[config.mk]
export PLATFORM = sky130hd
export DESIGN_NAME = proc
export DESIGN_NICKNAME = d
export VERILOG_FILES = /design/src/common/isa_pkg.sv /design/src/common/pipe_pkg.sv /design/src/decode/decode_ctrl.sv /design/src/decode/reg_file.sv /design/src/source/data_mem.sv /design/src/source/execute_stage.sv /design/src/source/hazard_unit.sv /design/src/source/pipe_reg.sv /design/src/source/proc.sv
export SDC_FILE = /design/constraint.sdc
export NUM_CORES = 1
export LEC_CHECK = 0
export BUFFER_PORTS_ARGS = -buffer_cell sky130_fd_sc_hd__buf_4
export CELL_PAD_IN_SITES_DETAIL_PLACEMENT = 1
export CELL_PAD_IN_SITES_GLOBAL_PLACEMENT = 2
export CORE_AREA = 5 5 246 248
export DETAILED_ROUTE_END_ITERATION = 16
export DIE_AREA = 0 0 251 253
export PLACE_DENSITY_LB_ADDON = 0.1
export RECOVER_POWER = 100
export SLEW_MARGIN = 40
export SYNTH_ARGS = -nofsm -noshare
export SYNTH_HDL_FRONTEND = slang
export SYNTH_SLANG_ARGS = --single-unit
[constraint.sdc]
create_clock -name clk -period 6.4 [get_ports clk]
set_input_delay 0.32 -clock clk [delete_from_list [all_inputs] [get_ports clk]]
set_output_delay 0.32 -clock clk [all_outputs]
set_load 0.1 [all_outputs]
[src/common/isa_pkg.sv]
`default_nettype none

package isa_pkg;

	localparam int DATA_WIDTH = 16;
	localparam int REG_COUNT = 8;
	localparam int REG_SEL_WIDTH = 3;
	localparam int DATA_WORDS = 16;
	localparam int DATA_ADDR_WIDTH = $clog2(DATA_WORDS);
	localparam int PC_STEP = 2;

	typedef logic [DATA_WIDTH-1:0] word_t;
	typedef logic [REG_SEL_WIDTH-1:0] reg_sel_t;
	typedef logic [4:0] opcode_t;
	typedef logic [1:0] funct_t;

	localparam opcode_t OP_HALT = 5'b00000;
	localparam opcode_t OP_NOP = 5'b00001;
	localparam opcode_t OP_ADDI = 5'b01000;
	localparam opcode_t OP_ST = 5'b10000;
	localparam opcode_t OP_LD = 5'b10001;
	localparam opcode_t OP_LBI = 5'b11000;
	localparam opcode_t OP_ALU = 5'b11011;

	// Register-register group, selected by funct
	localparam funct_t FN_ADD = 2'd0;
	localparam funct_t FN_SUB = 2'd1;
	localparam funct_t FN_XOR = 2'd2;
	localparam funct_t FN_ANDN = 2'd3;

	typedef enum logic [2:0] {
		ALU_ADD,
		ALU_SUB,
		ALU_XOR,
		ALU_ANDN,
		ALU_PASS
	} alu_op_t;

	typedef struct packed {
		opcode_t opcode;
		reg_sel_t rs;
		reg_sel_t rt;
		reg_sel_t rd;
		funct_t funct;
	} instr_t;

	// Immediates overlap the low register fields
	function automatic word_t sext_imm5(instr_t word);
		logic [4:0] imm;
		imm = {word.rd, word.funct};
		return {{(DATA_WIDTH-5){imm[4]}}, imm};
	endfunction

	function automatic word_t sext_imm8(instr_t word);
		logic [7:0] imm;
		imm = {word.rt, word.rd, word.funct};
		return {{(DATA_WIDTH-8){imm[7]}}, imm};
	endfunction

endpackage

`default_nettype wire

[src/common/pipe_pkg.sv]
`default_nettype none

package pipe_pkg;

	typedef struct packed {
		logic reg_write;
		isa_pkg::reg_sel_t dest;
		isa_pkg::alu_op_t alu_op;
		logic use_imm;
		logic mem_read;
		logic mem_write;
		logic is_halt;
	} ctrl_t;

	// Decode to execute
	typedef struct packed {
		ctrl_t ctrl;
		isa_pkg::reg_sel_t rs;
		isa_pkg::reg_sel_t rt;
		isa_pkg::word_t op_a;
		isa_pkg::word_t op_b;
		isa_pkg::word_t imm;
	} id_ex_t;

	// Execute to memory
	typedef struct packed {
		logic reg_write;
		isa_pkg::reg_sel_t dest;
		logic mem_read;
		logic mem_write;
		logic is_halt;
		isa_pkg::word_t result;
		isa_pkg::word_t store_data;
	} ex_mem_t;

	// Memory to writeback
	typedef struct packed {
		logic reg_write;
		isa_pkg::reg_sel_t dest;
		logic is_halt;
		isa_pkg::word_t data;
	} mem_wb_t;

	typedef struct packed {
		logic valid;
		isa_pkg::reg_sel_t dest;
		isa_pkg::word_t data;
	} wb_t;

	typedef enum logic [1:0] {
		FWD_REG,
		FWD_MEM,
		FWD_WB
	} fwd_sel_t;

endpackage

`default_nettype wire

[src/decode/decode_ctrl.sv]
`timescale 1ns/1ps
`default_nettype none

module decode_ctrl (
	input  isa_pkg::instr_t instr,
	output pipe_pkg::ctrl_t ctrl,
	output logic            illegal
);

	always_comb begin
		// NOP control unless the opcode says otherwise
		ctrl = '0;
		ctrl.alu_op = isa_pkg::ALU_ADD;
		illegal = 1'b0;
		case (instr.opcode)
			isa_pkg::OP_HALT: begin
				ctrl.is_halt = 1'b1;
			end
			isa_pkg::OP_NOP: begin
				ctrl.reg_write = 1'b0;
			end
			isa_pkg::OP_ADDI: begin
				ctrl.reg_write = 1'b1;
				ctrl.dest = instr.rt;
				ctrl.use_imm = 1'b1;
			end
			isa_pkg::OP_ST: begin
				ctrl.use_imm = 1'b1;
				ctrl.mem_write = 1'b1;
			end
			isa_pkg::OP_LD: begin
				ctrl.reg_write = 1'b1;
				ctrl.dest = instr.rt;
				ctrl.use_imm = 1'b1;
				ctrl.mem_read = 1'b1;
			end
			isa_pkg::OP_LBI: begin
				ctrl.reg_write = 1'b1;
				ctrl.dest = instr.rs;
				ctrl.alu_op = isa_pkg::ALU_PASS;
				ctrl.use_imm = 1'b1;
			end
			isa_pkg::OP_ALU: begin
				ctrl.reg_write = 1'b1;
				ctrl.dest = instr.rd;
				case (instr.funct)
					isa_pkg::FN_ADD:  ctrl.alu_op = isa_pkg::ALU_ADD;
					isa_pkg::FN_SUB:  ctrl.alu_op = isa_pkg::ALU_SUB;
					isa_pkg::FN_XOR:  ctrl.alu_op = isa_pkg::ALU_XOR;
					default:          ctrl.alu_op = isa_pkg::ALU_ANDN;
				endcase
			end
			default: begin
				illegal = 1'b1;
			end
		endcase
	end

endmodule

`default_nettype wire

[src/decode/reg_file.sv]
`timescale 1ns/1ps
`default_nettype none

module reg_file (
	input  logic              clk,
	input  logic              reset,
	input  isa_pkg::reg_sel_t read_sel_a,
	input  isa_pkg::reg_sel_t read_sel_b,
	output isa_pkg::word_t    read_a,
	output isa_pkg::word_t    read_b,
	input  logic              write_en,
	input  isa_pkg::reg_sel_t write_sel,
	input  isa_pkg::word_t    write_data
);

	isa_pkg::word_t regs [isa_pkg::REG_COUNT];

	always_ff @(posedge clk) begin
		if (reset) begin
			for (int i = 0; i < isa_pkg::REG_COUNT; i++) begin
				regs[i] <= '0;
			end
		end else if (write_en) begin
			regs[write_sel] <= write_data;
		end
	end

	// Write-through covers the distance-3 producer
	assign read_a = (write_en && write_sel == read_sel_a) ? write_data : regs[read_sel_a];
	assign read_b = (write_en && write_sel == read_sel_b) ? write_data : regs[read_sel_b];

endmodule

`default_nettype wire

[src/source/data_mem.sv]
`timescale 1ns/1ps
`default_nettype none

module data_mem (
	input  logic                                clk,
	input  logic                                reset,
	input  logic [isa_pkg::DATA_ADDR_WIDTH-1:0] addr,
	input  logic                                write_en,
	input  isa_pkg::word_t                      write_data,
	output isa_pkg::word_t                      read_data
);

	isa_pkg::word_t mem [isa_pkg::DATA_WORDS];

	always_ff @(posedge clk) begin
		if (reset) begin
			for (int i = 0; i < isa_pkg::DATA_WORDS; i++) begin
				mem[i] <= '0;
			end
		end else if (write_en) begin
			mem[addr] <= write_data;
		end
	end

	assign read_data = mem[addr];

endmodule

`default_nettype wire

[src/source/execute_stage.sv]
`timescale 1ns/1ps
`default_nettype none

module execute_stage (
	input  pipe_pkg::id_ex_t   stage,
	input  pipe_pkg::fwd_sel_t fwd_a,
	input  pipe_pkg::fwd_sel_t fwd_b,
	input  isa_pkg::word_t     mem_result,
	input  isa_pkg::word_t     wb_result,
	output pipe_pkg::ex_mem_t  result
);

	isa_pkg::word_t op_a;
	isa_pkg::word_t op_b;
	isa_pkg::word_t alu_b;
	isa_pkg::word_t alu_out;

	function automatic isa_pkg::word_t select_operand(
		pipe_pkg::fwd_sel_t sel,
		isa_pkg::word_t reg_value,
		isa_pkg::word_t from_mem,
		isa_pkg::word_t from_wb
	);
		case (sel)
			pipe_pkg::FWD_MEM: return from_mem;
			pipe_pkg::FWD_WB:  return from_wb;
			default:           return reg_value;
		endcase
	endfunction

	assign op_a = select_operand(fwd_a, stage.op_a, mem_result, wb_result);
	assign op_b = select_operand(fwd_b, stage.op_b, mem_result, wb_result);
	assign alu_b = stage.ctrl.use_imm ? stage.imm : op_b;

	// SUB is rt minus rs
	always_comb begin
		case (stage.ctrl.alu_op)
			isa_pkg::ALU_ADD:  alu_out = op_a + alu_b;
			isa_pkg::ALU_SUB:  alu_out = alu_b - op_a;
			isa_pkg::ALU_XOR:  alu_out = op_a ^ alu_b;
			isa_pkg::ALU_ANDN: alu_out = op_a & ~alu_b;
			default:           alu_out = stage.imm;
		endcase
	end

	// Loads and stores use the add path for the address
	always_comb begin
		result.reg_write = stage.ctrl.reg_write;
		result.dest = stage.ctrl.dest;
		result.mem_read = stage.ctrl.mem_read;
		result.mem_write = stage.ctrl.mem_write;
		result.is_halt = stage.ctrl.is_halt;
		result.result = alu_out;
		result.store_data = op_b;
	end

endmodule

`default_nettype wire

[src/source/hazard_unit.sv]
`timescale 1ns/1ps
`default_nettype none

module hazard_unit (
	input  isa_pkg::reg_sel_t  id_rs,
	input  isa_pkg::reg_sel_t  id_rt,
	input  isa_pkg::reg_sel_t  ex_rs,
	input  isa_pkg::reg_sel_t  ex_rt,
	input  pipe_pkg::ctrl_t    ex_ctrl,
	input  logic               ex_valid,
	input  isa_pkg::reg_sel_t  mem_dest,
	input  logic               mem_write_en,
	input  isa_pkg::reg_sel_t  wb_dest,
	input  logic               wb_write_en,
	output pipe_pkg::fwd_sel_t fwd_a,
	output pipe_pkg::fwd_sel_t fwd_b,
	output logic               stall
);

	// Memory stage is younger, so it wins over writeback
	function automatic pipe_pkg::fwd_sel_t pick_source(
		isa_pkg::reg_sel_t src,
		isa_pkg::reg_sel_t m_dest,
		logic m_we,
		isa_pkg::reg_sel_t w_dest,
		logic w_we
	);
		if (m_we && m_dest == src) begin
			return pipe_pkg::FWD_MEM;
		end else if (w_we && w_dest == src) begin
			return pipe_pkg::FWD_WB;
		end
		return pipe_pkg::FWD_REG;
	endfunction

	assign fwd_a = pick_source(ex_rs, mem_dest, mem_write_en, wb_dest, wb_write_en);
	assign fwd_b = pick_source(ex_rt, mem_dest, mem_write_en, wb_dest, wb_write_en);

	// Load data is not ready until the memory stage
	assign stall = ex_valid && ex_ctrl.mem_read && ex_ctrl.reg_write &&
		(ex_ctrl.dest == id_rs || ex_ctrl.dest == id_rt);

endmodule

`default_nettype wire

[src/source/pipe_reg.sv]
`timescale 1ns/1ps
`default_nettype none

module pipe_reg #(
	parameter type payload_t = logic
) (
	input  logic     clk,
	input  logic     reset,
	input  logic     enable,
	input  logic     flush,
	input  payload_t d,
	input  logic     d_valid,
	output payload_t q,
	output logic     q_valid
);

	// Valid bit is the only control state
	always_ff @(posedge clk) begin
		if (reset || flush) begin
			q_valid <= 1'b0;
		end else if (enable) begin
			q_valid <= d_valid;
		end
	end

	always_ff @(posedge clk) begin
		if (enable) begin
			q <= d;
		end
	end

endmodule

`default_nettype wire

[src/source/proc.sv]
`timescale 1ns/1ps
`default_nettype none

module proc (
	input  logic           clk,
	input  logic           reset,
	output isa_pkg::word_t pc,
	input  isa_pkg::word_t instr,
	output pipe_pkg::wb_t  wb,
	output logic           halted,
	output logic           err
);

	isa_pkg::instr_t if_id;
	logic if_id_valid;
	pipe_pkg::ctrl_t id_ctrl;
	logic id_illegal;
	isa_pkg::word_t id_read_a;
	isa_pkg::word_t id_read_b;
	pipe_pkg::id_ex_t id_stage;
	pipe_pkg::id_ex_t id_ex;
	logic id_ex_valid;
	pipe_pkg::ex_mem_t ex_result;
	pipe_pkg::ex_mem_t ex_mem;
	logic ex_mem_valid;
	isa_pkg::word_t mem_read_data;
	pipe_pkg::mem_wb_t mem_stage;
	pipe_pkg::mem_wb_t mem_wb;
	logic mem_wb_valid;
	pipe_pkg::fwd_sel_t fwd_a;
	pipe_pkg::fwd_sel_t fwd_b;
	logic stall;
	logic id_halt;
	logic fetch_stop;
	logic halted_q;
	logic pc_en;
	logic mem_reg_write;
	logic wb_reg_write;

	// Fetch stops for a load-use stall and for good once HALT is decoded
	assign id_halt = if_id_valid && id_ctrl.is_halt;
	assign pc_en = !stall && !id_halt && !fetch_stop;

	always_ff @(posedge clk) begin
		if (reset) begin
			pc <= '0;
			fetch_stop <= 1'b0;
			halted_q <= 1'b0;
			err <= 1'b0;
		end else begin
			if (pc_en) begin
				pc <= pc + isa_pkg::word_t'(isa_pkg::PC_STEP);
			end
			if (id_halt && !stall) begin
				fetch_stop <= 1'b1;
			end
			if (mem_wb_valid && mem_wb.is_halt) begin
				halted_q <= 1'b1;
			end
			if (if_id_valid && id_illegal) begin
				err <= 1'b1;
			end
		end
	end

	assign halted = halted_q || (mem_wb_valid && mem_wb.is_halt);

	// HALT leaves decode once, then IF/ID stays empty
	pipe_reg #(.payload_t(isa_pkg::instr_t)) i_if_id (
		.clk     (clk),
		.reset   (reset),
		.enable  (!stall && !fetch_stop),
		.flush   (id_halt && !stall),
		.d       (isa_pkg::instr_t'(instr)),
		.d_valid (1'b1),
		.q       (if_id),
		.q_valid (if_id_valid)
	);

	decode_ctrl i_decode_ctrl (
		.instr   (if_id),
		.ctrl    (id_ctrl),
		.illegal (id_illegal)
	);

	reg_file i_reg_file (
		.clk        (clk),
		.reset      (reset),
		.read_sel_a (if_id.rs),
		.read_sel_b (if_id.rt),
		.read_a     (id_read_a),
		.read_b     (id_read_b),
		.write_en   (wb_reg_write),
		.write_sel  (mem_wb.dest),
		.write_data (mem_wb.data)
	);

	always_comb begin
		id_stage.ctrl = id_ctrl;
		id_stage.rs = if_id.rs;
		id_stage.rt = if_id.rt;
		id_stage.op_a = id_read_a;
		id_stage.op_b = id_read_b;
		// LBI is the only user of the 8-bit immediate
		if (id_ctrl.alu_op == isa_pkg::ALU_PASS) begin
			id_stage.imm = isa_pkg::sext_imm8(if_id);
		end else begin
			id_stage.imm = isa_pkg::sext_imm5(if_id);
		end
	end

	hazard_unit i_hazard_unit (
		.id_rs        (if_id.rs),
		.id_rt        (if_id.rt),
		.ex_rs        (id_ex.rs),
		.ex_rt        (id_ex.rt),
		.ex_ctrl      (id_ex.ctrl),
		.ex_valid     (id_ex_valid),
		.mem_dest     (ex_mem.dest),
		.mem_write_en (mem_reg_write),
		.wb_dest      (mem_wb.dest),
		.wb_write_en  (wb_reg_write),
		.fwd_a        (fwd_a),
		.fwd_b        (fwd_b),
		.stall        (stall)
	);

	// Bubble into execute while decode waits on a load
	pipe_reg #(.payload_t(pipe_pkg::id_ex_t)) i_id_ex (
		.clk     (clk),
		.reset   (reset),
		.enable  (1'b1),
		.flush   (stall),
		.d       (id_stage),
		.d_valid (if_id_valid),
		.q       (id_ex),
		.q_valid (id_ex_valid)
	);

	execute_stage i_execute_stage (
		.stage      (id_ex),
		.fwd_a      (fwd_a),
		.fwd_b      (fwd_b),
		.mem_result (mem_stage.data),
		.wb_result  (mem_wb.data),
		.result     (ex_result)
	);

	pipe_reg #(.payload_t(pipe_pkg::ex_mem_t)) i_ex_mem (
		.clk     (clk),
		.reset   (reset),
		.enable  (1'b1),
		.flush   (1'b0),
		.d       (ex_result),
		.d_valid (id_ex_valid),
		.q       (ex_mem),
		.q_valid (ex_mem_valid)
	);

	assign mem_reg_write = ex_mem_valid && ex_mem.reg_write;

	data_mem i_data_mem (
		.clk        (clk),
		.reset      (reset),
		.addr       (ex_mem.result[isa_pkg::DATA_ADDR_WIDTH-1:0]),
		.write_en   (ex_mem_valid && ex_mem.mem_write),
		.write_data (ex_mem.store_data),
		.read_data  (mem_read_data)
	);

	always_comb begin
		mem_stage.reg_write = ex_mem.reg_write;
		mem_stage.dest = ex_mem.dest;
		mem_stage.is_halt = ex_mem.is_halt;
		mem_stage.data = ex_mem.mem_read ? mem_read_data : ex_mem.result;
	end

	pipe_reg #(.payload_t(pipe_pkg::mem_wb_t)) i_mem_wb (
		.clk     (clk),
		.reset   (reset),
		.enable  (1'b1),
		.flush   (1'b0),
		.d       (mem_stage),
		.d_valid (ex_mem_valid),
		.q       (mem_wb),
		.q_valid (mem_wb_valid)
	);

	assign wb_reg_write = mem_wb_valid && mem_wb.reg_write;

	assign wb.valid = wb_reg_write;
	assign wb.dest = mem_wb.dest;
	assign wb.data = mem_wb.data;

endmodule

`default_nettype wire

==> out/summary.txt <==
CELLS AND AREA
----------------------------------------------------------------------------------------
Core occupancy in the finished layout                                              0.494
Net count reported at finish                                                        2081
Cell area after layout                                                         28700 um2
Area growth, synth to finish                                                       11.2%
Number of diodes                                                                       0
Share of cells above drive strength 1                                              0.133

DRT
----------------------------------------------------------------------------------------
Routed vias/inst                                                                    5.50
First-iteration detailed-routing DRC count                                           936
Aggregate routed wire length                                                    73600 um
Antenna violation net count after detailed routing                                     0
Wire length per cell after detailed routing                                      25.8 um
First drt pass iteration count                                                         5
Post-route DRC violation count                                                         0
DR vias                                                                            15700

SETUP PATH
----------------------------------------------------------------------------------------
Crit Reg-Reg Endpoint                                                       i_ex_mem.q[31]
Crit path from                                                              i_ex_mem.q[16]
Reg-to-reg critical path startpoint                                         i_ex_mem.q[16]
Largest delay contributor family on the critical path                       compound AO/OA/AOI/OAI gates
R2R depth                                                                             20
R2r setup slk                                                                    0.46 ns
Arrival time of the worst setup path                                             6.47 ns
Element type at the critical path end                                               flop
Slowest stage cell on the critical path                                     sky130_fd_sc_hd__dfxtp_4
CP Buf/Inv Count                                                                       1
Type of element launching the critical path                                         flop
Worst-path fanout max                                                                 35
Crit-path max cell delay                                                         0.79 ns
Most prevalent standard cell on the critical path                           sky130_fd_sc_hd__nand2_1
Capture point of the worst path                                             i_ex_mem.q[31]
Kind of critical path                                                         reg -> reg
Required arrival time at the worst endpoint                                      6.93 ns
Depth of the critical timing path with buffers and inverters included                 20
Critical path cell sequence                                                 clkbuf_1 -> mux4_2 -> a22oi_1 -> nand2_1 -> nand2_1 -> o21ai_1 -> nor2_1 -> nand3_1 -> o31ai_1 -> xor2_1 -> ha_1 -> and2_0 -> o21ai_0 -> a21boi_0 -> nand2_1 -> a31oi_1 -> o21ai_0 -> nor2_1 -> nand2_1 -> a41oi_2

SYNTHESIS
----------------------------------------------------------------------------------------
Post-synthesis instance area                                                   25800 um2
Post-synthesis net count                                                            2054
Synthesized instance count                                                          2002
Number of unique standard cell types used by synthesis                                65
Async S/R FF share, synth                                                              0
Number of synthesized flops with an enable pin                                       400
Main flop type after synthesis                                              sky130_fd_sc_hd__edfxtp_1
Syn_area_per_cell                                                               12.9 um2
Register bit count reported by yosys                                                 545
Sequential cell area fraction in the yosys report                                  0.577
Yosys synthesis warning count                                                          0

OUTCOME
----------------------------------------------------------------------------------------
Result of the run                                                           complete, but fails checks
Failing checks                                                              capacitance limit, slew limit

PWR
----------------------------------------------------------------------------------------
Power density normalized to cell area                                         342 nW/um2
Part of the total power dissipated in sequential elements                          0.460
Total net switching power                                                        3.22 mW
Highest ir drop seen on vdd                                                     0.234 mV
Combinational group share of total power                                           0.202
Clk network pwr share                                                              0.339
Overall Power                                                                    9.83 mW
Leakage power                                                                    10.6 nW
Net switching share of the total power                                             0.327
Internal power summed over all cells                                             6.61 mW

PLACED DESIGN
----------------------------------------------------------------------------------------
Placement-stage cell area                                                      27000 um2
Pre-CTS setup slack                                                             0.728 ns
Total of buffers placed on input and output ports                                     54
Total half-perimeter wirelength after legalization and detailed placement       49600 um
GP Congestion                                                                      0.813

STA
----------------------------------------------------------------------------------------
Final setup violation count                                                            0
Max Fclk                                                                         168 MHz
Setup TNS                                                                           0 ns
Final hold violation count                                                             0
Final Worst Setup Slack                                                         0.459 ns
Max-slew headroom                                                                  -1.00
Count of final max-slew check failures                                               423
Period utilization                                                                 0.928
Setup repair after global routing missed its margin                                   no
Clk_skew                                                                       0.0327 ns
Worst Tran Pin Value                                                             3.01 ns
Final Critical Period                                                            5.94 ns

CLOCKING
----------------------------------------------------------------------------------------
Post-CTS Resized                                                                       0
CTS max path bufs                                                                      3
Setup bufs post-CTS                                                                    0
Clock slew seen by the registers of the worst setup and hold paths               0.06 ns
CTS buffer count                                                                      59
CTS sink cnt                                                                         545
Clock tree from TritonCTS                                                           done
CTS root buf                                                                sky130_fd_sc_hd__clkbuf_16
Number of H-tree levels                                                                2
Clk_lat worst skew                                                               0.63 ns

FLOORPLANNING
----------------------------------------------------------------------------------------
Standard-cell rows                                                                    89
Y dimension of the die                                                            253 um
Starting Density                                                                   0.444
Die ar.                                                                        63500 um2
Width of the die                                                                  251 um
Ports                                                                                 56
Core region area                                                               58200 um2

GRT
----------------------------------------------------------------------------------------
First-pass GRT wire length                                                     111000 um
Overall track demand over capacity in global routing                               0.231
Antenna violations before repair                                                       0
Largest net degree at the start of global routing                                     49
Vias in the first global route                                                     17100
Global route total overflow                                                            0

RUN
----------------------------------------------------------------------------------------
Number of violations of the max-capacitance limit                                     23

MIN PATH
----------------------------------------------------------------------------------------
Class of the tightest hold or removal check                                    in -> reg

-- power by group through the flow --
stage                     logic [mW]  clock network, mW  registers, mW
after floorplan                 1.74                  0           4.21
after global placement          2.01                  0           4.58
after detailed placement        2.03                  0           4.59
after CTS                       2.05               3.40           4.52
after global routing            2.10               3.56           4.58
final                           1.98               3.33           4.52
-- metal layers --
layer | GRT usage | wire length (um) | vias up
met5 | 0 | 0 | -
met4 | 0.0593 | 1850 | 0
met3 | 0.0249 | 2040 | 101
met2 | 0.415 | 37600 | 273
met1 | 0.302 | 32100 | 8088
li1 | - | - | 7228
-- worst min path at each step --
stage                         startpoint              to  slack [ns]  cells past startpoint
after global routing               reset           pc[9]        0.19                      2
after detailed placement  i_ex_mem.q[32]  i_mem_wb.q[16]        0.32                      0
after CTS                          reset           pc[9]        0.16                      2
final                              reset          pc[14]        0.18                      2
after global placement    i_ex_mem.q[32]  i_mem_wb.q[16]        0.32                      0
after floorplan            i_id_ex.q[54]  i_ex_mem.q[32]        0.31                      0
-- state kept, by name, indices dropped and copies added (netlist names), 15 cells and up, named ones only --
register / cells
i_if_id.q: 16
i_data_mem.mem: 256
i_ex_mem.q: 39
i_id_ex.q: 57
pc: 15
i_reg_file.regs: 128
i_mem_wb.q: 21
-- metrics by stage --
step | hold WS [ns] | instances
CTS | 0.161 | 2852
detailed placement | 0.318 | 2725
global placement | 0.316 | 2724
floorplan | 0.310 | 2002
finish | 0.184 | 2852
global route | 0.192 | 2852
-- layout make-up --
type                       instances  area (um2)
inverter                          54         203
multi-input combinational       1244       10000
clock inverter                    31         209
tap                              773         967
sequential                       545       14900
timing repair buffer             125         712
fill                            5838       29500
clock buffer                      80        1680
-- layout by cell type, fill, tap and decap left out, types with 18 or more instances in the layout --
cell / n
sky130_fd_sc_hd__edfxtp_1: 400
sky130_fd_sc_hd__ha_1: 33
sky130_fd_sc_hd__clkbuf_16: 62
sky130_fd_sc_hd__inv_1: 53
sky130_fd_sc_hd__nand2_1: 105
sky130_fd_sc_hd__clkbuf_1: 81
sky130_fd_sc_hd__or2_0: 24
sky130_fd_sc_hd__xor2_1: 40
sky130_fd_sc_hd__mux2i_1: 120
sky130_fd_sc_hd__a21oi_1: 44
sky130_fd_sc_hd__dfxtp_1: 141
sky130_fd_sc_hd__and2_1: 173
sky130_fd_sc_hd__buf_4: 25
sky130_fd_sc_hd__mux4_2: 111
sky130_fd_sc_hd__nor2_1: 87
sky130_fd_sc_hd__and2_0: 217
sky130_fd_sc_hd__clkinv_2: 18
sky130_fd_sc_hd__o21ai_0: 74
sky130_fd_sc_hd__xnor2_1: 19
sky130_fd_sc_hd__a22oi_1: 21
-- Yosys cell counts (21+ instances only) --
library cell,count,share of area
sky130_fd_sc_hd__a22oi_1,21,0.0061
sky130_fd_sc_hd__mux2i_1,120,0.046
sky130_fd_sc_hd__mux4_2,111,0.097
sky130_fd_sc_hd__nor2_1,88,0.013
sky130_fd_sc_hd__a21oi_1,44,0.0085
sky130_fd_sc_hd__and2_1,390,0.094
sky130_fd_sc_hd__xor2_1,40,0.014
sky130_fd_sc_hd__buf_4,22,0.0064
sky130_fd_sc_hd__inv_1,53,0.0077
sky130_fd_sc_hd__edfxtp_1,400,0.46
sky130_fd_sc_hd__dfxtp_1,145,0.11
sky130_fd_sc_hd__nand2_1,105,0.015
sky130_fd_sc_hd__or2_2,27,0.0065
sky130_fd_sc_hd__ha_1,33,0.016
sky130_fd_sc_hd__o21ai_0,74,0.014
sky130_fd_sc_hd__clkbuf_1,108,0.016
-- kinds of logic (layout without fill, tap and decap cells) --
family | Yosys count | count (layout) | synth area share
multiplexers | 243 | 243 | 0.148
buffers and inverters | 213 | 290 | 0.0359
XOR/XNOR | 59 | 59 | 0.0200
other | 1 | 1 | 0.000145
adder cells (fa/ha/maj) | 34 | 34 | 0.0168
AND/OR/NAND/NOR | 702 | 702 | 0.152
AO/OA/AOI/OAI | 205 | 205 | 0.0493
flip-flops | 545 | 545 | 0.577
-- what timing repair did --
item                                    in CTS  in global routing
endpoints found under the setup margin       0                  0
hold buffers                                16                  0
endpoints found under the hold margin       22                  0
Note: power is estimated with default switching activity, not from simulation.
